## src/fm_timer_pkg.sv

```systemverilog
/*
 * Shared definitions for the FM timer block
 * Register addresses, control and status bit positions, counter types
 */

package fm_timer_pkg;

    // Register map, bank 0
    localparam logic [7:0] REG_TMRA_HI  = 8'h24;  // Timer A bits 9..2
    localparam logic [7:0] REG_TMRA_LO  = 8'h25;  // Timer A bits 1..0
    localparam logic [7:0] REG_TMRB     = 8'h26;
    localparam logic [7:0] REG_TMR_CTRL = 8'h27;

    // Control register 0x27
    localparam int CTRL_LOAD_A = 0;
    localparam int CTRL_LOAD_B = 1;
    localparam int CTRL_EN_A   = 2;
    localparam int CTRL_EN_B   = 3;
    localparam int CTRL_CLR_A  = 4;  // Self-clearing, never stored
    localparam int CTRL_CLR_B  = 5;

    // Status byte on dout
    localparam int STAT_FLAG_A = 0;
    localparam int STAT_FLAG_B = 1;
    localparam int STAT_BUSY   = 7;

    // Timer A ticks per Timer B tick
    localparam int TMRB_PRESCALE = 16;

    typedef logic [9:0] tmra_t;
    typedef logic [7:0] tmrb_t;

endpackage

```

## src/fm_reg_decode.sv

```systemverilog
/*
 * Host bus decode for the timer block
 * Address latch, Timer A and B value registers, control register
 * and the one-clock write strobes
 */
`timescale 1ns/10ps

module fm_reg_decode
    import fm_timer_pkg::*;
(
    input  logic       clk,
    input  logic       rst,
    input  logic [7:0] din,
    input  logic [1:0] addr,
    input  logic       cs_n,
    input  logic       wr_n,
    output tmra_t      value_a,
    output tmrb_t      value_b,
    output logic       load_a,
    output logic       load_b,
    output logic       en_irq_a,
    output logic       en_irq_b,
    output logic       clr_a,
    output logic       clr_b,
    output logic       data_wr
);

    logic       write;
    logic       addr_wr;
    logic       reg_wr;
    logic       ctrl_wr;
    logic [7:0] reg_sel;

    assign write   = !cs_n && !wr_n;
    // Only bank 0 reaches the registers
    assign addr_wr = write && (addr == 2'b00);
    assign reg_wr  = write && (addr == 2'b01);
    assign ctrl_wr = reg_wr && (reg_sel == REG_TMR_CTRL);

    // Address latch
    always_ff @(posedge clk) begin
        if (rst) begin
            reg_sel <= 8'h00;
        end else if (addr_wr) begin
            reg_sel <= din;
        end
    end

    // Timer reload values
    always_ff @(posedge clk) begin
        if (rst) begin
            value_a <= '0;
            value_b <= '0;
        end else if (reg_wr) begin
            case (reg_sel)
                REG_TMRA_HI: value_a[9:2] <= din;
                REG_TMRA_LO: value_a[1:0] <= din[1:0];
                REG_TMRB:    value_b      <= din;
                default:     ;  // Unknown address, dropped
            endcase
        end
    end

    // Load and enable levels from 0x27
    always_ff @(posedge clk) begin
        if (rst) begin
            load_a   <= 1'b0;
            load_b   <= 1'b0;
            en_irq_a <= 1'b0;
            en_irq_b <= 1'b0;
        end else if (ctrl_wr) begin
            load_a   <= din[CTRL_LOAD_A];
            load_b   <= din[CTRL_LOAD_B];
            en_irq_a <= din[CTRL_EN_A];
            en_irq_b <= din[CTRL_EN_B];
        end
    end

    // Strobes land in the clock after the write
    always_ff @(posedge clk) begin
        if (rst) begin
            data_wr <= 1'b0;
            clr_a   <= 1'b0;
            clr_b   <= 1'b0;
        end else begin
            data_wr <= reg_wr;  // Any bank-0 data write, known or not
            clr_a   <= ctrl_wr && din[CTRL_CLR_A];
            clr_b   <= ctrl_wr && din[CTRL_CLR_B];
        end
    end

endmodule

```

## src/fm_status.sv

```systemverilog
/*
 * Result stage
 * Busy countdown after data writes, status byte and interrupt output
 */
`timescale 1ns/10ps

module fm_status
    import fm_timer_pkg::*;
#(
    parameter int BUSY_CYCLES = 32
) (
    input  logic       clk,
    input  logic       rst,
    input  logic       cen,
    input  logic       data_wr,
    input  logic       flag_a,
    input  logic       flag_b,
    output logic [7:0] dout,
    output logic       irq_n
);

    localparam int BUSY_W = $clog2(BUSY_CYCLES + 1);

    logic              busy;
    logic [BUSY_W-1:0] busy_cnt;

    // A new write restarts the countdown
    always_ff @(posedge clk) begin
        if (rst) begin
            busy     <= 1'b0;
            busy_cnt <= '0;
        end else if (data_wr) begin
            busy     <= 1'b1;
            busy_cnt <= BUSY_W'(BUSY_CYCLES);
        end else if (busy && cen) begin
            busy_cnt <= busy_cnt - 1'b1;
            if (busy_cnt == BUSY_W'(1)) begin
                busy <= 1'b0;  // Last cen pulse of the window
            end
        end
    end

    // Unused status bits read as zero
    always_comb begin
        dout              = 8'h00;
        dout[STAT_BUSY]   = busy;
        dout[STAT_FLAG_B] = flag_b;
        dout[STAT_FLAG_A] = flag_a;
    end

    assign irq_n = !(flag_a || flag_b);  // Flags are already registered

endmodule

```

## src/fm_timer_cnt.sv

```systemverilog
/*
 * Reloadable timer up-counter
 * Width follows the payload type, overflow pulses on wrap
 */
`timescale 1ns/10ps

module fm_timer_cnt #(
    parameter type cnt_t = logic [7:0]
) (
    input  logic clk,
    input  logic rst,
    input  logic tick,
    input  logic load,
    input  cnt_t value,
    output logic overflow
);

    cnt_t cnt;
    logic load_l;
    logic load_rise;

    assign load_rise = load && !load_l;

    // Wrap from all-ones on a tick, reload takes priority
    assign overflow = load && !load_rise && tick && (cnt == '1);

    always_ff @(posedge clk) begin
        if (rst) begin
            load_l <= 1'b0;
            cnt    <= '0;
        end else begin
            load_l <= load;
            if (load_rise || overflow) begin
                cnt <= value;
            end else if (load && tick) begin
                cnt <= cnt + 1'b1;
            end
            // Holds while load is low
        end
    end

endmodule

```

## src/fm_timer_top.sv

```systemverilog
/*
 * Top level of the FM timer block
 * Bus decode, timers and status stage
 */
`timescale 1ns/10ps

module fm_timer_top
    import fm_timer_pkg::*;
#(
    parameter int CEN_DIV     = 6,   // cen pulses per timer tick
    parameter int BUSY_CYCLES = 32   // cen pulses of busy after a write
) (
    input  logic       clk,
    input  logic       rst,
    input  logic       cen,
    input  logic [7:0] din,
    input  logic [1:0] addr,
    input  logic       cs_n,
    input  logic       wr_n,
    output logic [7:0] dout,
    output logic       irq_n
);

    tmra_t value_a;
    tmrb_t value_b;
    logic  load_a;
    logic  load_b;
    logic  en_irq_a;
    logic  en_irq_b;
    logic  clr_a;
    logic  clr_b;
    logic  data_wr;
    logic  flag_a;
    logic  flag_b;

    fm_reg_decode u_decode (
        .clk      (clk),
        .rst      (rst),
        .din      (din),
        .addr     (addr),
        .cs_n     (cs_n),
        .wr_n     (wr_n),
        .value_a  (value_a),
        .value_b  (value_b),
        .load_a   (load_a),
        .load_b   (load_b),
        .en_irq_a (en_irq_a),
        .en_irq_b (en_irq_b),
        .clr_a    (clr_a),
        .clr_b    (clr_b),
        .data_wr  (data_wr)
    );

    // Each enable goes to its own timer
    fm_timers #(.CEN_DIV(CEN_DIV)) u_timers (
        .clk      (clk),
        .rst      (rst),
        .cen      (cen),
        .value_a  (value_a),
        .value_b  (value_b),
        .load_a   (load_a),
        .load_b   (load_b),
        .en_irq_a (en_irq_a),
        .en_irq_b (en_irq_b),
        .clr_a    (clr_a),
        .clr_b    (clr_b),
        .flag_a   (flag_a),
        .flag_b   (flag_b)
    );

    fm_status #(.BUSY_CYCLES(BUSY_CYCLES)) u_status (
        .clk      (clk),
        .rst      (rst),
        .cen      (cen),
        .data_wr  (data_wr),
        .flag_a   (flag_a),
        .flag_b   (flag_b),
        .dout     (dout),
        .irq_n    (irq_n)
    );

endmodule

```

## src/fm_timers.sv

```systemverilog
/*
 * Timer execute stage
 * cen prescaler, Timer A and Timer B counters, B prescaler,
 * sticky overflow flags with enable gating and clear
 */
`timescale 1ns/10ps

module fm_timers
    import fm_timer_pkg::*;
#(
    parameter int CEN_DIV = 6
) (
    input  logic  clk,
    input  logic  rst,
    input  logic  cen,
    input  tmra_t value_a,
    input  tmrb_t value_b,
    input  logic  load_a,
    input  logic  load_b,
    input  logic  en_irq_a,
    input  logic  en_irq_b,
    input  logic  clr_a,
    input  logic  clr_b,
    output logic  flag_a,
    output logic  flag_b
);

    localparam int DIV_W = (CEN_DIV > 1) ? $clog2(CEN_DIV) : 1;
    localparam int PRE_W = $clog2(TMRB_PRESCALE);

    logic [DIV_W-1:0] div_cnt;
    logic [PRE_W-1:0] pre_b;
    logic             tick_a;
    logic             tick_b;
    logic             ovf_a;
    logic             ovf_b;

    assign tick_a = cen && (div_cnt == DIV_W'(CEN_DIV - 1));
    assign tick_b = tick_a && (pre_b == PRE_W'(TMRB_PRESCALE - 1));

    // Free-running dividers, independent of the load bits
    always_ff @(posedge clk) begin
        if (rst) begin
            div_cnt <= '0;
            pre_b   <= '0;
        end else begin
            if (cen) begin
                div_cnt <= tick_a ? '0 : div_cnt + 1'b1;
            end
            if (tick_a) begin
                pre_b <= tick_b ? '0 : pre_b + 1'b1;
            end
        end
    end

    fm_timer_cnt #(.cnt_t(tmra_t)) u_tmr_a (
        .clk      (clk),
        .rst      (rst),
        .tick     (tick_a),
        .load     (load_a),
        .value    (value_a),
        .overflow (ovf_a)
    );

    fm_timer_cnt #(.cnt_t(tmrb_t)) u_tmr_b (
        .clk      (clk),
        .rst      (rst),
        .tick     (tick_b),
        .load     (load_b),
        .value    (value_b),
        .overflow (ovf_b)
    );

    // Clear beats a simultaneous set
    always_ff @(posedge clk) begin
        if (rst) begin
            flag_a <= 1'b0;
            flag_b <= 1'b0;
        end else begin
            if (clr_a) begin
                flag_a <= 1'b0;
            end else if (ovf_a && en_irq_a) begin
                flag_a <= 1'b1;
            end
            if (clr_b) begin
                flag_b <= 1'b0;
            end else if (ovf_b && en_irq_b) begin
                flag_b <= 1'b1;
            end
        end
    end

endmodule

```

## config.mk

```make
export PLATFORM = sky130hd
export DESIGN_NAME = fm_timer_top
export DESIGN_NICKNAME = d
export VERILOG_FILES = /design/src/fm_timer_pkg.sv /design/src/fm_reg_decode.sv /design/src/fm_status.sv /design/src/fm_timer_cnt.sv /design/src/fm_timer_top.sv /design/src/fm_timers.sv
export SDC_FILE = /design/constraint.sdc
export NUM_CORES = 1
export LEC_CHECK = 0
export ABC_AREA = 1
export CAP_MARGIN = 20
export CORE_ASPECT_RATIO = 1.75
export CORE_UTILIZATION = 45
export DETAILED_ROUTE_END_ITERATION = 10
export DONT_BUFFER_PORTS = 1
export PLACE_DENSITY = 0.62
export SYNTH_ARGS = -nofsm -noshare
export SYNTH_HDL_FRONTEND = slang
export SYNTH_SLANG_ARGS = --single-unit
```

## constraint.sdc

```tcl
create_clock -name clk -period 1.7 [get_ports clk]
set_input_delay 0.17 -clock clk [delete_from_list [all_inputs] [get_ports clk]]
set_output_delay 0.17 -clock clk [all_outputs]
set_load 0.005 [all_outputs]
```

# Word level (Yosys, flattened, before mapping)

Index checks and enable logic that the tools add are counted.

Output and inout port bits: 9
Input bits: 15
Bits in registers: 69

Multiplexer cells: 11
Add/subtract/negate cells: 5
Eq/ne operators: 10
Reduce and logical (&&, ||, !) cells: 43

Operators with widths:

| cell                    | count |
|---|---|
| $eq A8 B6 Y1 const B    | 4 |
| $logic_and A1 B1 Y1     | 21 |
| $mux W10                | 2 |
| $mux W8                 | 2 |
| $mux W6                 | 2 |
| $add A10 B1 Y10 const B | 1 |
| $eq A10 B10 Y1 const B  | 1 |
| $add A8 B1 Y8 const B   | 1 |
| $eq A8 B8 Y1 const B    | 1 |
| $reduce_and A2 Y1       | 4 |
| $reduce_bool A2 Y1      | 4 |
| $logic_not A1 Y1        | 7 |
| $eq A6 B1 Y1 const B    | 1 |
| $reduce_or A2 Y1        | 3 |
| $sub A6 B1 Y6 const B   | 1 |
| $add A4 B1 Y4 const B   | 1 |
| $eq A4 B4 Y1 const B    | 1 |
| $mux W4                 | 1 |
| $add A3 B1 Y3 const B   | 1 |
| $eq A3 B3 Y1 const B    | 1 |
| $logic_or A1 B1 Y1      | 3 |
| $mux W1                 | 3 |
| $mux W3                 | 1 |
| $eq A2 B1 Y1 const B    | 1 |
| $logic_not A2 Y1        | 1 |

# Logic depth before layout (Yosys ltp)

Gate-level depths: netlist of run 1.

Depth in word-level cells: 8
Mapped depth: 11
Gate-level depth less buffers: 11

# By module

Synthesis of run 1 repeated with hierarchy kept, for this count alone.

Cells, all modules: 610
Area total of the unflattened synthesis: 3957.5 um^2

By module, submodules not included:

| module                           | instances | cells an instance | area an instance (um^2) |
|---|---|---|---|
| fm_reg_decode                    | 1         | 233               | 1567.8 |
| fm_timer_cnt at u_timers.u_tmr_a | 1         | 145               | 844.6 |
| fm_timer_cnt at u_timers.u_tmr_b | 1         | 108               | 675.6 |
| fm_timers                        | 1         | 64                | 447.9 |
| fm_status                        | 1         | 60                | 421.7 |

# Worst setup path after synthesis of run 1

No wires, ideal clock.

Path kind: register to register
Start point: register u_timers.div_cnt[1]
End point: register u_timers.u_tmr_b.cnt[0] (netlist bit)
Slack: 0.240 ns
Arrival: 1.346 ns
Library setup time: 0.115 ns
Stages on the path, launching flop included: 10
Buffers on the path: 0
Path through: dfxtp_1 -> inv_1 -> ha_1 -> nand3_4 -> inv_1 -> nand2_1 -> nor2_2 -> or2_2 -> a21oi_1 -> nor2_1

Cells in the longest elaborated chain, start to end: 7

Ends and longest elaborated chain:

| item                                                 | RTL line           | text |
|---|---|---|
| start, declared                                      | fm_timers.sv:31    | `logic [DIV_W-1:0] div_cnt;` |
| start signal, assigned                               | fm_timers.sv:48    | `div_cnt <= tick_a ? '0 : div_cnt + 1'b1;` |
| $eq A3 B3 Y1 *                                       | fm_timers.sv:38    | `assign tick_a = cen && (div_cnt == DIV_W'(CEN_DIV - 1));` |
| $logic_and A1 B1 Y1 *                                | fm_timers.sv:38    |  |
| $logic_and A1 B1 Y1 *                                | fm_timers.sv:39    | `assign tick_b = tick_a && (pre_b == PRE_W'(TMRB_PRESCALE - 1));` |
| $logic_and A1 B1 Y1 (2 in series)                    | fm_timer_cnt.sv:25 | `assign overflow = load && !load_rise && tick && (cnt == '1);` |
| $logic_or A1 B1 Y1                                   | fm_timer_cnt.sv:33 | `if (load_rise \|\| overflow) begin` |
| $mux W8 / $reduce_bool A2 Y1 (equally long branches) | -                  |  |
| end signal, assigned                                 | fm_timer_cnt.sv:34 | `cnt <= value;` |
| end signal, assigned                                 | fm_timer_cnt.sv:36 | `cnt <= cnt + 1'b1;` |
| end, declared                                        | fm_timer_cnt.sv:18 | `cnt_t cnt;` |

Every way passes the cells marked *; elsewhere a longest branch is shown, timed or not.
A chain may end at the register's enable or synchronous reset.

# Final worst setup path of run 1

Same ends and word-level chain as after synthesis.

==> run metrics, run 1 <==
status=complete, no violations; yosys warns=0; 1st-iter DRT viols=~140; crit start category=flip-flop; TritonCTS Sinks=slightly below 70; first-pass GRT wire length=11.75 mm; # setup viols final=0; clk buf depth=2; placed cell count=561; nets@finish=511; crit-path max FO=8; peak supply drop=0.7299 mV; Setup CP Type=reg -> reg; fin util=53.05%; distinct cell type count after synthesis=32; Routability Congestion=slightly above 0.8; crit path from=u_timers.div_cnt[1]; DIE WIDTH=between 60 and 70 microns; layer with the highest usage=met2; count of final hold-check violations=0; CP required=~1900 ps; Worst EP arrival=1780 ps; Post-Layout Cell Count=580; met3 Use GR=5.957%; n_diodes=0; number of I/O pins=24; register area share after synthesis=40.84%; commonest non-fill, non-tap cell in the layout=nand2_1; Min Clock Period, post-route=1557 ps; H-tree lvl count=3; vias in the first global route=2639; synthesized flop and latch total=69; commonest non-fill, non-tap cells in the layout=nand2_1, inv_1, dfxtp_1; # rows=a little over 40; HP Class=in -> reg; Via density=between 5 and 6; Die H=116.7 microns; Post-CTS Repair Setup Buffers=0; Syn Area/Cell=7.002 sq um; Routed WL per cell=12.76 microns; Max Clock Skew=4.660 ps; Initial Utilization=46.76%; drt total wl=about 7.4 mm; met2 GRT Util=a little over a third; fmax=642.2 MHz; die area=0.007880 sq mm; ANT nets after route=0; PwrDens=950.8 mW/mm^2; FF-to-FF Start=u_timers.div_cnt[1]; CTS Root Cell=clkbuf_16; initial antenna violation count=0; share of post-route cells with drive strength above 1=about 9.7%; period utilization=91.60%; CTS tree=done; register clock-pin slew on the reported worst setup and hold paths=around 60 ps; Tot GR Track Use=20.08%; Hold Crit Start=din[7]; gr ovfl total=0; Num CTS Buffers=9; register area=0.001384 sq mm; count of input and output buffers=0; DP HPWL=5.358 mm; Skew-Pair Late Insertion Delay=330 ps; LEAKAGE=1.579 nW; core area=just over 0.007 sq mm; post-route DRC violation count=0; Synth-to-Final Area Change=13.47%; M1 GR Usage=22.09%; multi-input logic area=~0.0017 sq mm; Mapped Area=approximately 0.0034 sq mm; FILL cells=706; Vias=2907; largest net degree at the start of global routing=54; DR pass1 iterations=6; Synth Instances=483; Slew Limit Fails=0; CP Capture Type=flip-flop; max-cap viol count=0
## kinds of logic (layout without fill, tap and decap cells)
logic type / count (synthesis) / in the layout / share of synthesized area (%)
simple gates: 214 / 214 / 28.63
buf+inv: 93 / 100 / 11.51
xor+xnor: 7 / 7 / 1.813
flops: 69 / 69 / 40.84
other cells: 1 / 5 / 0.1109
fa+ha+maj: 7 / 7 / 2.590
compound gates: 92 / 92 / 14.50
## critical path, cell delays in order, from the launching register on
cell and delay (ps):
dfxtp_1 340, inv_1 50, ha_2 180, nand3_4 150, inv_1 110, nand2_1 140, nor2_4 60, or2_2 270
a21oi_1 120, nor2_1 40
## state kept, by name, summed over array words and instances, names as in the netlist, 3 cells and up
register / flops
u_decode.value_a: 10
u_timers.u_tmr_a.cnt: 10
u_decode.reg_sel: 8
u_decode.value_b: 8
u_timers.u_tmr_b.cnt: 8
u_status.busy_cnt: 6
u_timers.pre_b: 4
u_timers.div_cnt: 3
## area by class of cell
cell class / instances / share of cell area (%)
Sequential cell: 69 / 36.06
Clock buffer: 11 / 6.586
Inverter: 74 / 7.238
Multi-Input combinational cell: 325 / 43.30
Clock inverter: 5 / 1.532
Tap cell: 86 / 2.804
Timing Repair Buffer: 10 / 2.478
## what timing repair did
action / CTS / global route
endpoints found under the setup margin: 0 / 7
gates resized for setup: 0 / 10
hold buffers: 3 / 0
endpoints found under the hold margin: 9 / 0
## through the flow
step	cell area (sq um)	setup TNS, ps	power, mW	setup WS [ps]	hold slack, ps
final	3837	0	3.649	142.8	19.45
after global routing	3837	-21.34	3.761	-18.10	15.07
after CTS	3800	0	3.685	73.06	10.10
after detailed placement	3458	0	1.766	81.11	243.7
after global placement	3458	0	1.763	91.02	242.1
after floorplan	3397	0	1.756	239.8	312.1
## final timing paths
path | to | slack (ps) | cells past startpoint
min reg2reg | u_timers.flag_b | 390 | 1
max | u_timers.u_tmr_b.cnt[0] | 140 | 9
min | u_decode.reg_sel[7] | 20 | 2
max reg2reg | u_timers.u_tmr_b.cnt[0] | 140 | 9
## synthesized netlist by cell type, drive strengths merged
cell type	count	area share (%)
nor3b	1	0.22
inv	73	8.1
ha	7	2.6
buf	15	2.8
clkinv	1	0.11
nor2	46	5.8
xnor2	1	0.26
o31ai	1	0.22
conb	1	0.11
o21ai	39	5.8
nand4	8	1.7
nand3b	5	1.1
xor2	6	1.6
nand2	112	13
a211oi	1	0.22
nor3	5	0.74
nand3	32	5.3
clkbuf	4	0.44
or2	5	0.92
o211ai	10	2.2
a21oi	41	6.1
dfxtp	69	41
## per-layer routing
metal | wire length (microns) | part of all wire (%) | vias to the layer above
li1 | - | - | 1545
met1 | 3126 | 42 | 1314
met2 | 3975 | 54 | 40
met3 | 195 | 2.6 | 8
met4 | 101 | 1.4 | 0
met5 | 0 | 0 | -
## power breakdown
| part | leakage (nW) | switching, mW | internal [mW] |
|---|---|---|---|
| clock | 0.148 | 0.695 | 1.21 |
| sequential | 0.557 | 0.00962 | 1.63 |
| combinational | 0.874 | 0.0636 | 0.0349 |
No activity file was read; power rests on OpenSTA's default activity.
==> run 2, diff against run 1 <==
--- a/config.mk
+++ b/config.mk
@@ -9,6 +9,7 @@
 export CAP_MARGIN = 20
 export CORE_ASPECT_RATIO = 1.75
 export CORE_UTILIZATION = 45
+export CTS_BUF_LIST = sky130_fd_sc_hd__clkbuf_16
 export DETAILED_ROUTE_END_ITERATION = 10
 export DONT_BUFFER_PORTS = 1
 export PLACE_DENSITY = 0.62
==> run 2 against run 1 <==
  * Sequential share of layout area grew 0.17 points
  * Final area fell by 0.55%
  * Utilization is 0.29 points lower
  * Final cell count stayed put
  * Worst hold slack better by 2.1 ps
  * Wire length decreased by 0.91%
  * Largest cell class unchanged
  * Largest power group unchanged
==> run metrics, run 2 (synthesis gave the netlist of run 1 again) <==
Hold Slack=21.54 ps (+2.087 ps); Post-CTS Repair Setup Buffers=0 (unchanged); Post-Layout Cell Count=580 (unchanged); Critical Path, Cell by Cell=inv_1, ha_2, nand3_4, inv_1, nand2_1, nor2_4, or2_2, a21oi_1, nor2_1; Switching Share=21.35% (+0.30 points); gr ovfl total=0 (unchanged); Skew-Pair Late Insertion Delay=330 ps (about the same); biggest regs=u_decode.value_a (10), u_timers.u_tmr_a.cnt (10); combinational share of power=2.8% (about the same); n_diodes=0 (unchanged); # rows=41 (unchanged); clk buf depth=2 (unchanged); clock power share=51.0% (-1.3 points); count of final hold-check violations=0 (unchanged); crit start category=flip-flop; Routability Congestion=0.8100 (unchanged); register clock-pin slew on the reported worst setup and hold paths=60 ps (about the same); count of input and output buffers=0 (unchanged); Cell Int Power=2.790 mW (-3.1%); Tot GR Track Use=20.06% (about the same); most frequent cell on the critical path=inv_1; core area=0.007233 sq mm (unchanged); fmax=641.1 MHz (-0.17%); number of I/O pins=24 (unchanged); share of post-route cells with drive strength above 1=9.109% (-0.61 points); HP Class=in -> reg; period utilization=91.76% (+0.16 points); status=complete, no violations; largest net degree at the start of global routing=54 (unchanged); Vias=2899 (-0.28%); die area=0.007880 sq mm (unchanged); Via density=4.998 (-0.28%); Routed WL per cell=12.64 microns (-0.91%); worst setup margin=140.1 ps (-2.641 ps); ANT nets after route=0 (unchanged); CP required=1930 ps (about the same); DIE WIDTH=67.54 microns (unchanged); CTS tree=done; first-pass GRT wire length=11.76 mm (about the same); H-tree lvl count=3 (unchanged); DP HPWL=5.358 mm (unchanged); setup TNS=0 ps (unchanged); max-cap viol count=0 (unchanged); nets@finish=511 (unchanged); fin util=52.76% (-0.29 points); commonest non-fill, non-tap cells in the layout=nand2_1, inv_1, dfxtp_1; Psw=757.4 uW (-1.4%); crit-path max cell delay=340 ps (about the same); 1st-iter DRT viols=156 (+9.1%); Synth-to-Final Area Change=12.84%; Slew Limit Fails=0 (unchanged); CP Capture Type=flip-flop; Final Instance Area=0.003816 sq mm (-0.55%); LEAKAGE=1.567 nW (-0.74%); Setup WS pre-CTS=81.11 ps (unchanged); Num CTS Buffers=9 (unchanged); Die H=116.7 microns (unchanged); TritonCTS Sinks=69 (unchanged); commonest non-fill, non-tap cell in the layout=nand2_1; PwrDens=929.6 mW/mm^2 (-2.2%); vias in the first global route=2642 (+0.11%); Design Power=3.547 mW (-2.8%); CP max stage cell=dfxtp_1; drt total wl=7.331 mm (-0.91%); Max Clock Skew=3.327 ps (-1.333 ps); Worst EP arrival=1790 ps (about the same); Worst path top cell family by delay=simple AND/OR/NAND/NOR gates; peak supply drop=0.7296 mV (about the same); register share of total power=46.3% (+1.3 points); crit-path max FO=8 (unchanged); placed inst area=0.003458 sq mm (unchanged); placed cell count=561 (unchanged); initial antenna violation count=0 (unchanged); Initial Utilization=46.76% (unchanged); Setup CP Type=reg -> reg; post-route DRC violation count=0 (unchanged); # setup viols final=0 (unchanged); DR pass1 iterations=4 (-2); CP Buf/Inv Count=2 (unchanged); CTS Root Cell=clkbuf_16; Min Clock Period, post-route=1560 ps (+2.641 ps)
[run 2: power by group through the flow]
stage | logic, mW | registers [mW] | clock network [mW]
after floorplan | 0.0821 | 1.67 | 0
after CTS | 0.0987 | 1.64 | 1.85
after global placement | 0.0871 | 1.68 | 0
final | 0.0982 | 1.64 | 1.81
after detailed placement | 0.0898 | 1.68 | 0
after global routing | 0.112 | 1.64 | 1.91
[run 2: worst paths after layout]
| path | start | to | slack, ps | depth (start not counted) |
|---|---|---|---|---|
| min reg2reg | u_decode.clr_b | u_timers.flag_b | 390 | 1 |
| max reg2reg | u_timers.div_cnt[1] | u_timers.u_tmr_b.cnt[0] | 140 | 9 |
| max | u_timers.div_cnt[1] | u_timers.u_tmr_b.cnt[0] | 140 | 9 |
| min | din[7] | u_decode.reg_sel[7] | 20 | 2 |
[run 2: routing by layer]
metal	track usage, %	wire, microns	up-vias
met5	0	0	-
met4	7.943	98	0
met3	5.957	188	7
met2	35.12	4005	40
met1	21.91	3038	1306
li1	-	-	1546
[run 2: cell type report]
class                           count  area, sq um
Inverter                           74        277.8
Tap cell                           86        107.6
Timing Repair Buffer               10        95.09
Sequential cell                    69         1383
Fill cell                         706         3417
Clock inverter                      7        66.31
Multi-Input combinational cell    325         1662
Clock buffer                        9        225.2
[run 2: what timing repair did]
action | CTS | global route
gates resized for setup | 0 | 9
setup endpoints to repair | 0 | 7
hold buffers | 3 | 0
endpoints found under the hold margin | 9 | 0
